[src/logic/vrf_lane_pkg.sv]
// Lane-level sizes, field types and the structs that carry commands,
// results and bank accesses through the VRF access path
`default_nettype none

package vrf_lane_pkg;

  //////////////////////////////////////////////////////////////////////
  // Sizes
  //////////////////////////////////////////////////////////////////////

  localparam int unsigned ElenBits    = 64;
  localparam int unsigned StrbBits    = ElenBits / 8;
  localparam int unsigned NrVInsn     = 4;
  localparam int unsigned NrVRegs     = 32;
  localparam int unsigned WordsPerReg = 8;
  localparam int unsigned NrOpQueues  = 2;

  // Row field sized for the default four banks
  localparam int unsigned RowBits = 6;

  //////////////////////////////////////////////////////////////////////
  // Field types
  //////////////////////////////////////////////////////////////////////

  typedef logic [ElenBits-1:0]                      elen_t;
  typedef logic [StrbBits-1:0]                      strb_t;
  typedef logic [$clog2(NrVInsn)-1:0]               vid_t;
  typedef logic [$clog2(NrVRegs*WordsPerReg)-1:0]   vaddr_t;
  typedef logic [$clog2(NrVRegs)-1:0]               vreg_t;
  typedef logic [$clog2(WordsPerReg)-1:0]           vstart_t;
  // One extra bit so that a full register (8 words) fits
  typedef logic [$clog2(WordsPerReg):0]             vlen_t;
  typedef logic [RowBits-1:0]                       row_t;

  typedef enum logic {
    OPQ_A,
    OPQ_B
  } opqueue_e;

  //////////////////////////////////////////////////////////////////////
  // Commands, results and bank accesses
  //////////////////////////////////////////////////////////////////////

  typedef struct packed {
    vid_t               id;
    vreg_t              vs;
    vstart_t            vstart;
    vlen_t              len;
    logic [NrVInsn-1:0] hazard;
  } read_cmd_t;

  typedef struct packed {
    vid_t   id;
    vaddr_t addr;
    elen_t  wdata;
    strb_t  be;
  } wb_req_t;

  typedef struct packed {
    elen_t wdata;
    strb_t be;
  } wr_view_t;

  // Reads only carry the target queue in the low bit
  typedef struct packed {
    logic [ElenBits+StrbBits-2:0] pad;
    opqueue_e                     tag;
  } rd_view_t;

  // Decoded by wen: write data or read tag
  typedef union packed {
    wr_view_t wr;
    rd_view_t rd;
  } vrf_payload_u;

  typedef struct packed {
    logic         req;
    logic         wen;
    row_t         row;
    vrf_payload_u payload;
  } vrf_port_t;

  typedef struct packed {
    logic         wen;
    row_t         row;
    vrf_payload_u payload;
  } bank_req_t;

endpackage

`default_nettype wire

[src/logic/result_writeback.sv]
// Result write-back from the ALU and the load unit. Load results pass
// a one-entry stream register, both units bid for the bank given by
// the result address, and granted IDs are reported a cycle later
`timescale 1ns/1ns
`default_nettype none

module result_writeback #(
  parameter int unsigned NrBanks = 4
) (
  input  logic                                  clk_i,
  input  logic                                  rst_ni,
  // ALU port
  input  vrf_lane_pkg::wb_req_t                 alu_wb_i,
  input  logic                                  alu_req_i,
  output logic                                  alu_gnt_o,
  // Load unit port
  input  vrf_lane_pkg::wb_req_t                 ldu_wb_i,
  input  logic                                  ldu_req_i,
  output logic                                  ldu_gnt_o,
  output logic                                  ldu_final_gnt_o,
  // Bids to the bank arbiters, index 0 is the ALU, 1 the load unit
  output vrf_lane_pkg::bank_req_t [1:0]         wb_bid_o,
  output logic [1:0][NrBanks-1:0]               wb_bank_req_o,
  input  logic [1:0][NrBanks-1:0]               wb_bank_gnt_i,
  // IDs that wrote a result in the previous cycle
  output logic [vrf_lane_pkg::NrVInsn-1:0]      written_o
);

  localparam int unsigned BankBits = $clog2(NrBanks);

  //////////////////////////////////////////////////////////////////////
  // Load unit stream register
  //////////////////////////////////////////////////////////////////////

  vrf_lane_pkg::wb_req_t ldu_q;
  logic                  ldu_valid_q;
  logic                  ldu_drain;

  // Free when empty or when the held result goes to its bank now
  assign ldu_gnt_o = !ldu_valid_q || ldu_drain;

  always_ff @(posedge clk_i or negedge rst_ni) begin
    if (!rst_ni) begin
      ldu_valid_q <= 1'b0;
    end else if (ldu_gnt_o) begin
      ldu_valid_q <= ldu_req_i;
    end
  end

  always_ff @(posedge clk_i) begin
    if (ldu_req_i && ldu_gnt_o) begin
      ldu_q <= ldu_wb_i;
    end
  end

  //////////////////////////////////////////////////////////////////////
  // Write bids and grants
  //////////////////////////////////////////////////////////////////////

  vrf_lane_pkg::wb_req_t [1:0] unit_wb;
  logic [1:0]                  unit_req;
  logic [1:0]                  unit_gnt;

  assign unit_wb  = {ldu_q, alu_wb_i};
  assign unit_req = {ldu_valid_q, alu_req_i};

  always_comb begin
    for (int u = 0; u < 2; u++) begin
      wb_bid_o[u].wen              = 1'b1;
      wb_bid_o[u].row              = vrf_lane_pkg::row_t'(unit_wb[u].addr >> BankBits);
      wb_bid_o[u].payload.wr.wdata = unit_wb[u].wdata;
      wb_bid_o[u].payload.wr.be    = unit_wb[u].be;
      // Low address bits pick the bank
      wb_bank_req_o[u]                                 = '0;
      wb_bank_req_o[u][unit_wb[u].addr[BankBits-1:0]]  = unit_req[u];
      unit_gnt[u]                                      = |wb_bank_gnt_i[u];
    end
  end

  assign alu_gnt_o = unit_gnt[0];
  assign ldu_drain = unit_gnt[1];

  // Result-written vector for the hazard stall
  logic [vrf_lane_pkg::NrVInsn-1:0] written_d;

  always_comb begin
    written_d = '0;
    for (int u = 0; u < 2; u++) begin
      if (unit_gnt[u]) begin
        written_d[unit_wb[u].id] = 1'b1;
      end
    end
  end

  always_ff @(posedge clk_i or negedge rst_ni) begin
    if (!rst_ni) begin
      written_o       <= '0;
      ldu_final_gnt_o <= 1'b0;
    end else begin
      written_o       <= written_d;
      ldu_final_gnt_o <= ldu_drain;
    end
  end

endmodule

`default_nettype wire

[src/logic/operand_requester.sv]
// Operand requester for one operand queue. Walks the VRF words of a
// read command in order, one bank bid per cycle, limited by queue
// credits and stalled on read-after-write hazards
`timescale 1ns/1ns
`default_nettype none

module operand_requester #(
  parameter int unsigned NrBanks    = 4,
  parameter int unsigned QueueDepth = 4
) (
  input  logic                                  clk_i,
  input  logic                                  rst_ni,
  input  vrf_lane_pkg::opqueue_e                queue_i,
  // Read commands
  input  vrf_lane_pkg::read_cmd_t               cmd_i,
  input  logic                                  cmd_valid_i,
  output logic                                  cmd_ready_o,
  // One returned queue slot per cycle
  input  logic                                  credit_i,
  input  logic [vrf_lane_pkg::NrVInsn-1:0]      written_i,
  // Bank arbiters
  output vrf_lane_pkg::bank_req_t               bid_o,
  output logic [NrBanks-1:0]                    bank_req_o,
  input  logic [NrBanks-1:0]                    bank_gnt_i
);

  localparam int unsigned BankBits   = $clog2(NrBanks);
  localparam int unsigned CreditBits = $clog2(QueueDepth + 1);

  typedef enum logic {
    IDLE,
    REQUESTING
  } state_e;

  state_e                           state_q, state_d;
  vrf_lane_pkg::vaddr_t             addr_q, addr_d;
  vrf_lane_pkg::vlen_t              len_q, len_d;
  logic [vrf_lane_pkg::NrVInsn-1:0] hazard_q, hazard_d;
  logic [CreditBits-1:0]            credit_q, credit_d;

  logic stall;
  logic rd_req;
  logic rd_gnt;
  logic last_gnt;
  logic accept;

  //////////////////////////////////////////////////////////////////////
  // Bid
  //////////////////////////////////////////////////////////////////////

  // Every hazard ID must have written in the previous cycle
  assign stall  = |(hazard_q & ~written_i);
  assign rd_req = (state_q == REQUESTING) && !stall && (credit_q != '0);
  assign rd_gnt = |bank_gnt_i;

  always_comb begin
    bank_req_o                       = '0;
    bank_req_o[addr_q[BankBits-1:0]] = rd_req;
    bid_o.wen                        = 1'b0;
    bid_o.row                        = vrf_lane_pkg::row_t'(addr_q >> BankBits);
    bid_o.payload.rd.pad             = '0;
    bid_o.payload.rd.tag             = queue_i;
  end

  //////////////////////////////////////////////////////////////////////
  // Command walk
  //////////////////////////////////////////////////////////////////////

  // The last grant frees the requester in the same cycle
  assign last_gnt    = rd_gnt && (len_q == vrf_lane_pkg::vlen_t'(1));
  assign cmd_ready_o = (state_q == IDLE) || last_gnt;
  assign accept      = cmd_valid_i && cmd_ready_o;

  always_comb begin
    state_d  = state_q;
    addr_d   = addr_q;
    len_d    = len_q;
    hazard_d = hazard_q;

    if (rd_gnt) begin
      addr_d = addr_q + 1'b1;
      len_d  = len_q - 1'b1;
    end

    if (last_gnt) begin
      state_d = IDLE;
    end

    if (accept) begin
      state_d  = REQUESTING;
      // Register vs starts at word vs * WordsPerReg
      addr_d   = vrf_lane_pkg::vaddr_t'(cmd_i.vs * vrf_lane_pkg::WordsPerReg + cmd_i.vstart);
      len_d    = cmd_i.len;
      hazard_d = cmd_i.hazard;
    end
  end

  // Credits track free slots in the operand queue
  always_comb begin
    credit_d = credit_q;
    if (credit_i) begin
      credit_d = credit_d + 1'b1;
    end
    if (rd_gnt) begin
      credit_d = credit_d - 1'b1;
    end
  end

  always_ff @(posedge clk_i or negedge rst_ni) begin
    if (!rst_ni) begin
      state_q  <= IDLE;
      addr_q   <= '0;
      len_q    <= '0;
      hazard_q <= '0;
      credit_q <= CreditBits'(QueueDepth);
    end else begin
      state_q  <= state_d;
      addr_q   <= addr_d;
      len_q    <= len_d;
      hazard_q <= hazard_d;
      credit_q <= credit_d;
    end
  end

endmodule

`default_nettype wire

[src/logic/vrf_bank_arbiter.sv]
// Arbiter for one VRF bank. Two classes of two masters each, round
// robin inside a class, and the high class always masks the low one
`timescale 1ns/1ns
`default_nettype none

module vrf_bank_arbiter #(
  parameter int unsigned NrBanks = 4
) (
  input  logic                                  clk_i,
  input  logic                                  rst_ni,
  // High class, 0 is queue A and 1 the ALU
  input  vrf_lane_pkg::bank_req_t [1:0]         hi_bid_i,
  input  logic [1:0]                            hi_req_i,
  output logic [1:0]                            hi_gnt_o,
  // Low class, 0 is queue B and 1 the load unit
  input  vrf_lane_pkg::bank_req_t [1:0]         lo_bid_i,
  input  logic [1:0]                            lo_req_i,
  output logic [1:0]                            lo_gnt_o,
  // Bank port, always accepted
  output vrf_lane_pkg::vrf_port_t               port_o
);

  // Rows that exist in one bank
  localparam int unsigned RowBits = $bits(vrf_lane_pkg::vaddr_t) - $clog2(NrBanks);
  localparam vrf_lane_pkg::row_t RowMask = vrf_lane_pkg::row_t'((1 << RowBits) - 1);

  // Class 0 is high, class 1 is low
  vrf_lane_pkg::bank_req_t [1:0][1:0] cls_bid;
  logic [1:0][1:0]                    cls_req;
  logic [1:0][1:0]                    cls_gnt;
  logic [1:0]                         cls_en;
  logic [1:0]                         cls_any;
  logic [1:0]                         cls_win;
  logic [1:0]                         prio_q;
  logic                               win_cls;
  vrf_lane_pkg::bank_req_t            win_bid;

  assign cls_bid = {lo_bid_i, hi_bid_i};
  assign cls_req = {lo_req_i, hi_req_i};
  assign cls_en  = {~|hi_req_i, 1'b1};

  //////////////////////////////////////////////////////////////////////
  // Round robin per class
  //////////////////////////////////////////////////////////////////////

  always_comb begin
    for (int c = 0; c < 2; c++) begin
      cls_any[c] = |cls_req[c];
      // Master holding the priority goes first
      cls_win[c] = cls_req[c][prio_q[c]] ? prio_q[c] : ~prio_q[c];
      cls_gnt[c] = '0;
      cls_gnt[c][cls_win[c]] = cls_en[c] && cls_any[c];
    end
  end

  assign hi_gnt_o = cls_gnt[0];
  assign lo_gnt_o = cls_gnt[1];

  // Pass priority to the other master after a grant
  always_ff @(posedge clk_i or negedge rst_ni) begin
    if (!rst_ni) begin
      prio_q <= '0;
    end else begin
      for (int c = 0; c < 2; c++) begin
        if (cls_en[c] && cls_any[c]) begin
          prio_q[c] <= ~cls_win[c];
        end
      end
    end
  end

  //////////////////////////////////////////////////////////////////////
  // Bank port
  //////////////////////////////////////////////////////////////////////

  assign win_cls = ~cls_any[0];
  assign win_bid = cls_bid[win_cls][cls_win[win_cls]];

  always_comb begin
    port_o = '0;
    if (|cls_any) begin
      port_o.req     = 1'b1;
      port_o.wen     = win_bid.wen;
      port_o.row     = win_bid.row & RowMask;
      port_o.payload = win_bid.payload;
    end
  end

endmodule

`default_nettype wire

[src/logic/vrf_access_unit.sv]
// VRF access unit of one lane. Two operand requesters and the result
// write-back share NrBanks bank arbiters that drive the VRF ports
`timescale 1ns/1ns
`default_nettype none

module vrf_access_unit #(
  parameter int unsigned NrBanks    = 4,
  parameter int unsigned QueueDepth = 4
) (
  input  logic                                                        clk_i,
  input  logic                                                        rst_ni,
  // Operand read commands and queue credits
  input  vrf_lane_pkg::read_cmd_t [vrf_lane_pkg::NrOpQueues-1:0]      read_cmd_i,
  input  logic [vrf_lane_pkg::NrOpQueues-1:0]                         cmd_valid_i,
  output logic [vrf_lane_pkg::NrOpQueues-1:0]                         cmd_ready_o,
  input  logic [vrf_lane_pkg::NrOpQueues-1:0]                         opq_credit_i,
  // Results
  input  vrf_lane_pkg::wb_req_t                                       alu_wb_i,
  input  logic                                                        alu_req_i,
  output logic                                                        alu_gnt_o,
  input  vrf_lane_pkg::wb_req_t                                       ldu_wb_i,
  input  logic                                                        ldu_req_i,
  output logic                                                        ldu_gnt_o,
  output logic                                                        ldu_final_gnt_o,
  // VRF bank ports
  output vrf_lane_pkg::vrf_port_t [NrBanks-1:0]                       vrf_o
);

  vrf_lane_pkg::bank_req_t [vrf_lane_pkg::NrOpQueues-1:0] opq_bid;
  logic [vrf_lane_pkg::NrOpQueues-1:0][NrBanks-1:0]       opq_bank_req;
  logic [vrf_lane_pkg::NrOpQueues-1:0][NrBanks-1:0]       opq_bank_gnt;
  vrf_lane_pkg::bank_req_t [1:0]                          wb_bid;
  logic [1:0][NrBanks-1:0]                                wb_bank_req;
  logic [1:0][NrBanks-1:0]                                wb_bank_gnt;
  logic [vrf_lane_pkg::NrVInsn-1:0]                       written;

  result_writeback #(
    .NrBanks (NrBanks)
  ) i_result_writeback (
    .clk_i           (clk_i),
    .rst_ni          (rst_ni),
    .alu_wb_i        (alu_wb_i),
    .alu_req_i       (alu_req_i),
    .alu_gnt_o       (alu_gnt_o),
    .ldu_wb_i        (ldu_wb_i),
    .ldu_req_i       (ldu_req_i),
    .ldu_gnt_o       (ldu_gnt_o),
    .ldu_final_gnt_o (ldu_final_gnt_o),
    .wb_bid_o        (wb_bid),
    .wb_bank_req_o   (wb_bank_req),
    .wb_bank_gnt_i   (wb_bank_gnt),
    .written_o       (written)
  );

  for (genvar q = 0; q < vrf_lane_pkg::NrOpQueues; q++) begin : gen_requester
    operand_requester #(
      .NrBanks    (NrBanks),
      .QueueDepth (QueueDepth)
    ) i_operand_requester (
      .clk_i       (clk_i),
      .rst_ni      (rst_ni),
      .queue_i     (vrf_lane_pkg::opqueue_e'(q)),
      .cmd_i       (read_cmd_i[q]),
      .cmd_valid_i (cmd_valid_i[q]),
      .cmd_ready_o (cmd_ready_o[q]),
      .credit_i    (opq_credit_i[q]),
      .written_i   (written),
      .bid_o       (opq_bid[q]),
      .bank_req_o  (opq_bank_req[q]),
      .bank_gnt_i  (opq_bank_gnt[q])
    );
  end

  // Queue A and the ALU form the high class
  for (genvar b = 0; b < NrBanks; b++) begin : gen_bank
    vrf_bank_arbiter #(
      .NrBanks (NrBanks)
    ) i_vrf_bank_arbiter (
      .clk_i    (clk_i),
      .rst_ni   (rst_ni),
      .hi_bid_i ({wb_bid[0], opq_bid[vrf_lane_pkg::OPQ_A]}),
      .hi_req_i ({wb_bank_req[0][b], opq_bank_req[vrf_lane_pkg::OPQ_A][b]}),
      .hi_gnt_o ({wb_bank_gnt[0][b], opq_bank_gnt[vrf_lane_pkg::OPQ_A][b]}),
      .lo_bid_i ({wb_bid[1], opq_bid[vrf_lane_pkg::OPQ_B]}),
      .lo_req_i ({wb_bank_req[1][b], opq_bank_req[vrf_lane_pkg::OPQ_B][b]}),
      .lo_gnt_o ({wb_bank_gnt[1][b], opq_bank_gnt[vrf_lane_pkg::OPQ_B][b]}),
      .port_o   (vrf_o[b])
    );
  end

endmodule

`default_nettype wire

[config.mk]
export PLATFORM = sky130hd
export DESIGN_NAME = vrf_access_unit
export DESIGN_NICKNAME = d
export VERILOG_FILES = /design/src/logic/vrf_lane_pkg.sv /design/src/logic/result_writeback.sv /design/src/logic/operand_requester.sv /design/src/logic/vrf_bank_arbiter.sv /design/src/logic/vrf_access_unit.sv
export SDC_FILE = /design/constraint.sdc
export NUM_CORES = 1
export LEC_CHECK = 0
export BUFFER_PORTS_ARGS = -buffer_cell sky130_fd_sc_hd__buf_2
export CELL_PAD_IN_SITES_DETAIL_PLACEMENT = 0
export CELL_PAD_IN_SITES_GLOBAL_PLACEMENT = 1
export CORE_AREA = 3 3 209 211
export CTS_CLUSTER_DIAMETER = 80
export DETAILED_ROUTE_END_ITERATION = 8
export DIE_AREA = 0 0 212 214
export GPL_TIMING_DRIVEN = 0
export PLACE_DENSITY_LB_ADDON = 0.05
export RECOVER_POWER = 25
export SLEW_MARGIN = 0
export SYNTH_ARGS = -nofsm -noshare
export SYNTH_HDL_FRONTEND = slang
export SYNTH_SLANG_ARGS = --single-unit
[constraint.sdc]
create_clock -name clk_i -period 9.11 [get_ports clk_i]
set_clock_uncertainty 0.1 [all_clocks]
set_input_delay 0.4555 -clock clk_i [delete_from_list [all_inputs] [get_ports clk_i]]
set_output_delay 0.4555 -clock clk_i [all_outputs]
set_load 0.005 [all_outputs]
==> results.md <==
* Status: complete, but fails checks
* Violated checks: max-capacitance violations, max-slew violations
* First-pass GRT wire length at 91.3 mm
* Final non-filler cell total at 2,633
* Slew @ Worst Pin at 3.07 ns
* Synth Register Bits at 136
* Final period utilization at 60.2%
* Antenna Nets Post-Route at 0
* WHS at 0.0723 ns
* Layout cells sized above 1 at 28.8%
* Clock sink total at 136
* Async SR Flop Fraction at 39.7%
* Final min period at 5.48 ns
* Clock latency at the later pin of the worst-skew pair at 0.45 ns
* Post-cts sizing count at 0
* Global placement routability congestion at 0.870
* Number of antenna violations at the first check in global routing at 14
* Achievable frequency at between 150 and 200 MHz
* GRT busiest layer: met2
* Ys flop type: edfxtp_1
* Met3 usage in global routing at 8.23%
* Yosys warnings at 0
* Post-Syn Area per Cell at 6.90 um2
* Vias per cell at 5.08
* DR vias at 13,400
* DR WL/cell at 24.4 um
* Die width at ~210 um
* Crit-path slowest cell: a21oi_1
* Worst min-delay path class: in2reg
* CP Class: reg2out
* IO Port Bufs at ~530
* I/O pin cnt at 533
* Htree depth at 4
* CP startpoint kind: flop
* Worst path arrival time at 4.92 ns
* # Post-CTS Setup Buffers at 0
* CP Data Required Time at 8.55 ns
* Max-Cap Viols at 1
* Most frequent cell after synthesis: nand2_1
* First drt pass iteration count at 6
* Wirelength, routed at 64.4 mm
* Drc violations at 0
* Number of flops mapped to enable cells by yosys at 82
* Final slew viol count at 55
* Rel. slew slack at -104%
* Worst-path clk slew at 0.07 ns
* Final setup fails at 0
* Share of Yosys cell area claimed by the top area cell type at 23.4%
* Met1 GRT Util at 34.6%
* CTS root buf: clkbuf_16
* Die Y at 214 um
* Seq/Total Area, Yosys at approximately 36%
* Crit-path max FO at 10
* CP max stage delay at 1.05 ns
* Max Buffers Root-to-Sink at 2
* P&R area growth vs syn at 38.0%
* # rows at between 70 and 80
* Number of global-route vias before repair at ~13,000
* CTS tree: done
* Detailed placement HPWL at 50.0 mm
* Most frequent cell on the critical path: a21oi_1
* DR iter-0 viols at 1,063
* Syn nets at 1,753
* GRT met2 Usage at 44.6%
* Most frequent cells after synthesis: nand2_1 (626), a21oi_1 (326), clkbuf_1 (82), edfxtp_1 (82), dfrtp_1 (52)
* Crit. End Element: output port
* Synth Cell Area at 10,500 um2
* Pin count of the biggest net entering global routing at 55
* Leakage power at 7.29 nW
* Hold_buf cts at 0
* All-layer global routing usage at 27.3%
* Synth unique cells at 59
* Leading post-synthesis cells by cell area: edfxtp_1 (23%), nand2_1 (22%), a21oi_1 (15%), dfrtp_1 (12%), clkbuf_1 (2.9%)
* Total Power at 5.98 mW
* Core area at 41,900 um2
* Initial Util at between 20% and 30%
* CP cell instances: inv_1 -> ha_1 -> nor2b_1 -> nor4_1 -> a21oi_1 -> nand3_1 -> nand2_1 -> clkbuf_1 -> a21oi_1 -> buf_2
* Maximum VDD drop at approximately 0.00015 V
* Power Density at 411 nW/um2
* Largest area contributor in the netlist: edfxtp_1
* Fin. Hold Viols at 0
* GR Overflow Total at 0
* Full die area at between 40,000 and 50,000 um2
* RSZ-0062 raised after global routing: no
* Dpl cells at 2,598
* Post-Syn Instances at 1,527
* Num CTS Buffers at 17
* Nets at 2,304
[final timing paths]
check,cells after the start,slack [ns],startpoint,to
setup / recovery,10,3.63,gen_requester[0].i_operand_requester.credit_q[0],vrf_o[86]
hold / removal,1,0.07,ldu_wb_i[79],i_result_writeback.wb_bid_o[156]
setup reg to reg,12,5.00,gen_requester[0].i_operand_requester.credit_q[0],i_result_writeback.wb_bid_o[126]
hold reg to reg,1,0.39,gen_bank[0].i_vrf_bank_arbiter.prio_q[0],gen_bank[0].i_vrf_bank_arbiter.prio_q[0]
max in group asynchronous,1,6.27,rst_ni,gen_requester[0].i_operand_requester.addr_q[2]
min in group asynchronous,1,0.91,rst_ni,gen_requester[1].i_operand_requester.len_q[0]
[power by group]
part | switching, mW | internal [mW] | leakage [nW] | total [mW]
Clock | 0.316 | 0.431 | 0.297 | 0.747
Combinational | 2.70 | 1.37 | 5.58 | 4.07
Sequential | 0.237 | 0.934 | 1.41 | 1.17
[routing by layer]
metal  vias to the layer above  part of all wire [%]  routed length, um
met2                       578                    47              30000
met3                       104                   8.7               5590
met5                         -                  0.19                120
met1                      6413                    42              26800
li1                       6269                     -                  -
met4                        18                   2.8               1830
[critical path: cells and delay by family, from the launching register on]
| kind | cells | cell delay (ns) |
|---|---|---|
| adder cells (fa/ha/maj) | 1 | 0.12 |
| AND/OR/NAND/NOR | 4 | 1.96 |
| flip-flops | 1 | 0.41 |
| buffers and inverters | 3 | 0.76 |
| AO/OA/AOI/OAI | 2 | 1.20 |
[state kept, by name, summed over array words and instances, names as in the netlist]
register,cells
i_result_writeback.ldu_final_gnt_o,1
gen_requester.i_operand_requester.len_q,8
gen_requester.i_operand_requester.addr_q,16
i_result_writeback.ldu_q,4
i_result_writeback.ldu_valid_q,1
i_result_writeback.wb_bid_o,78
i_result_writeback.written_o,4
gen_requester.i_operand_requester.state_q,2
gen_requester.i_operand_requester.credit_q,6
gen_requester.i_operand_requester.hazard_q,8
gen_bank.i_vrf_bank_arbiter.prio_q,8
[placed cells by master (no fill, tap or decap), drive strengths merged, types with 3 or more instances in the layout]
master,count
nand2,627
buf,553
a21oi,326
clkbuf,113
edfxtp,82
dfrtp,52
inv,49
nor2,39
o21ai,29
mux2i,26
xnor2,19
ha,18
o22ai,14
nand4,12
nand3,10
a31oi,9
mux2,9
nor2b,8
a21o,8
or3,8
nand2b,7
o221ai,6
a221oi,6
xor2,6
nor3,5
o211ai,4
o32ai,4
nor3b,4
diode,3
and3,3
nand3b,3
nor4,3
clkinv,3
[stage by stage]
stage | utilization [%] | TNS [ns] | instance area, um2 | setup WS, ns
after floorplan | - | 0 | 10500 | 0.711
after global placement | 33.0 | -451.67 | 13900 | -5.52
after detailed placement | 33.3 | 0 | 14000 | 4.06
after global routing | 34.7 | 0 | 14500 | 3.34
final | 34.7 | 0 | 14500 | 3.63
after CTS | 34.7 | 0 | 14600 | 3.54
[cell families (layout without fill, tap and decap cells)]
family          after synthesis  in the layout  share of synthesized area [%]
flops                       136            136                           36.2
buf+inv                     157            721                           6.08
other cells                   0              3                              0
simple gates                737            737                           28.3
compound gates              419            419                           21.8
fa+ha+maj                    18             18                           2.14
mux                          35             35                           3.43
xor+xnor                     25             25                           2.08
[layout make-up]
cell class                 instances  area (um2)
fill                            4712       27400
multi-input combinational       1234        6080
sequential                       136        3820
timing repair buffer             532        2730
tap                              539         674
buffer                           114         477
clock buffer                      20         468
inverter                          43         161
clock inverter                    12         135
antenna                            3        7.51
Note: power is estimated with default switching activity, not from simulation.
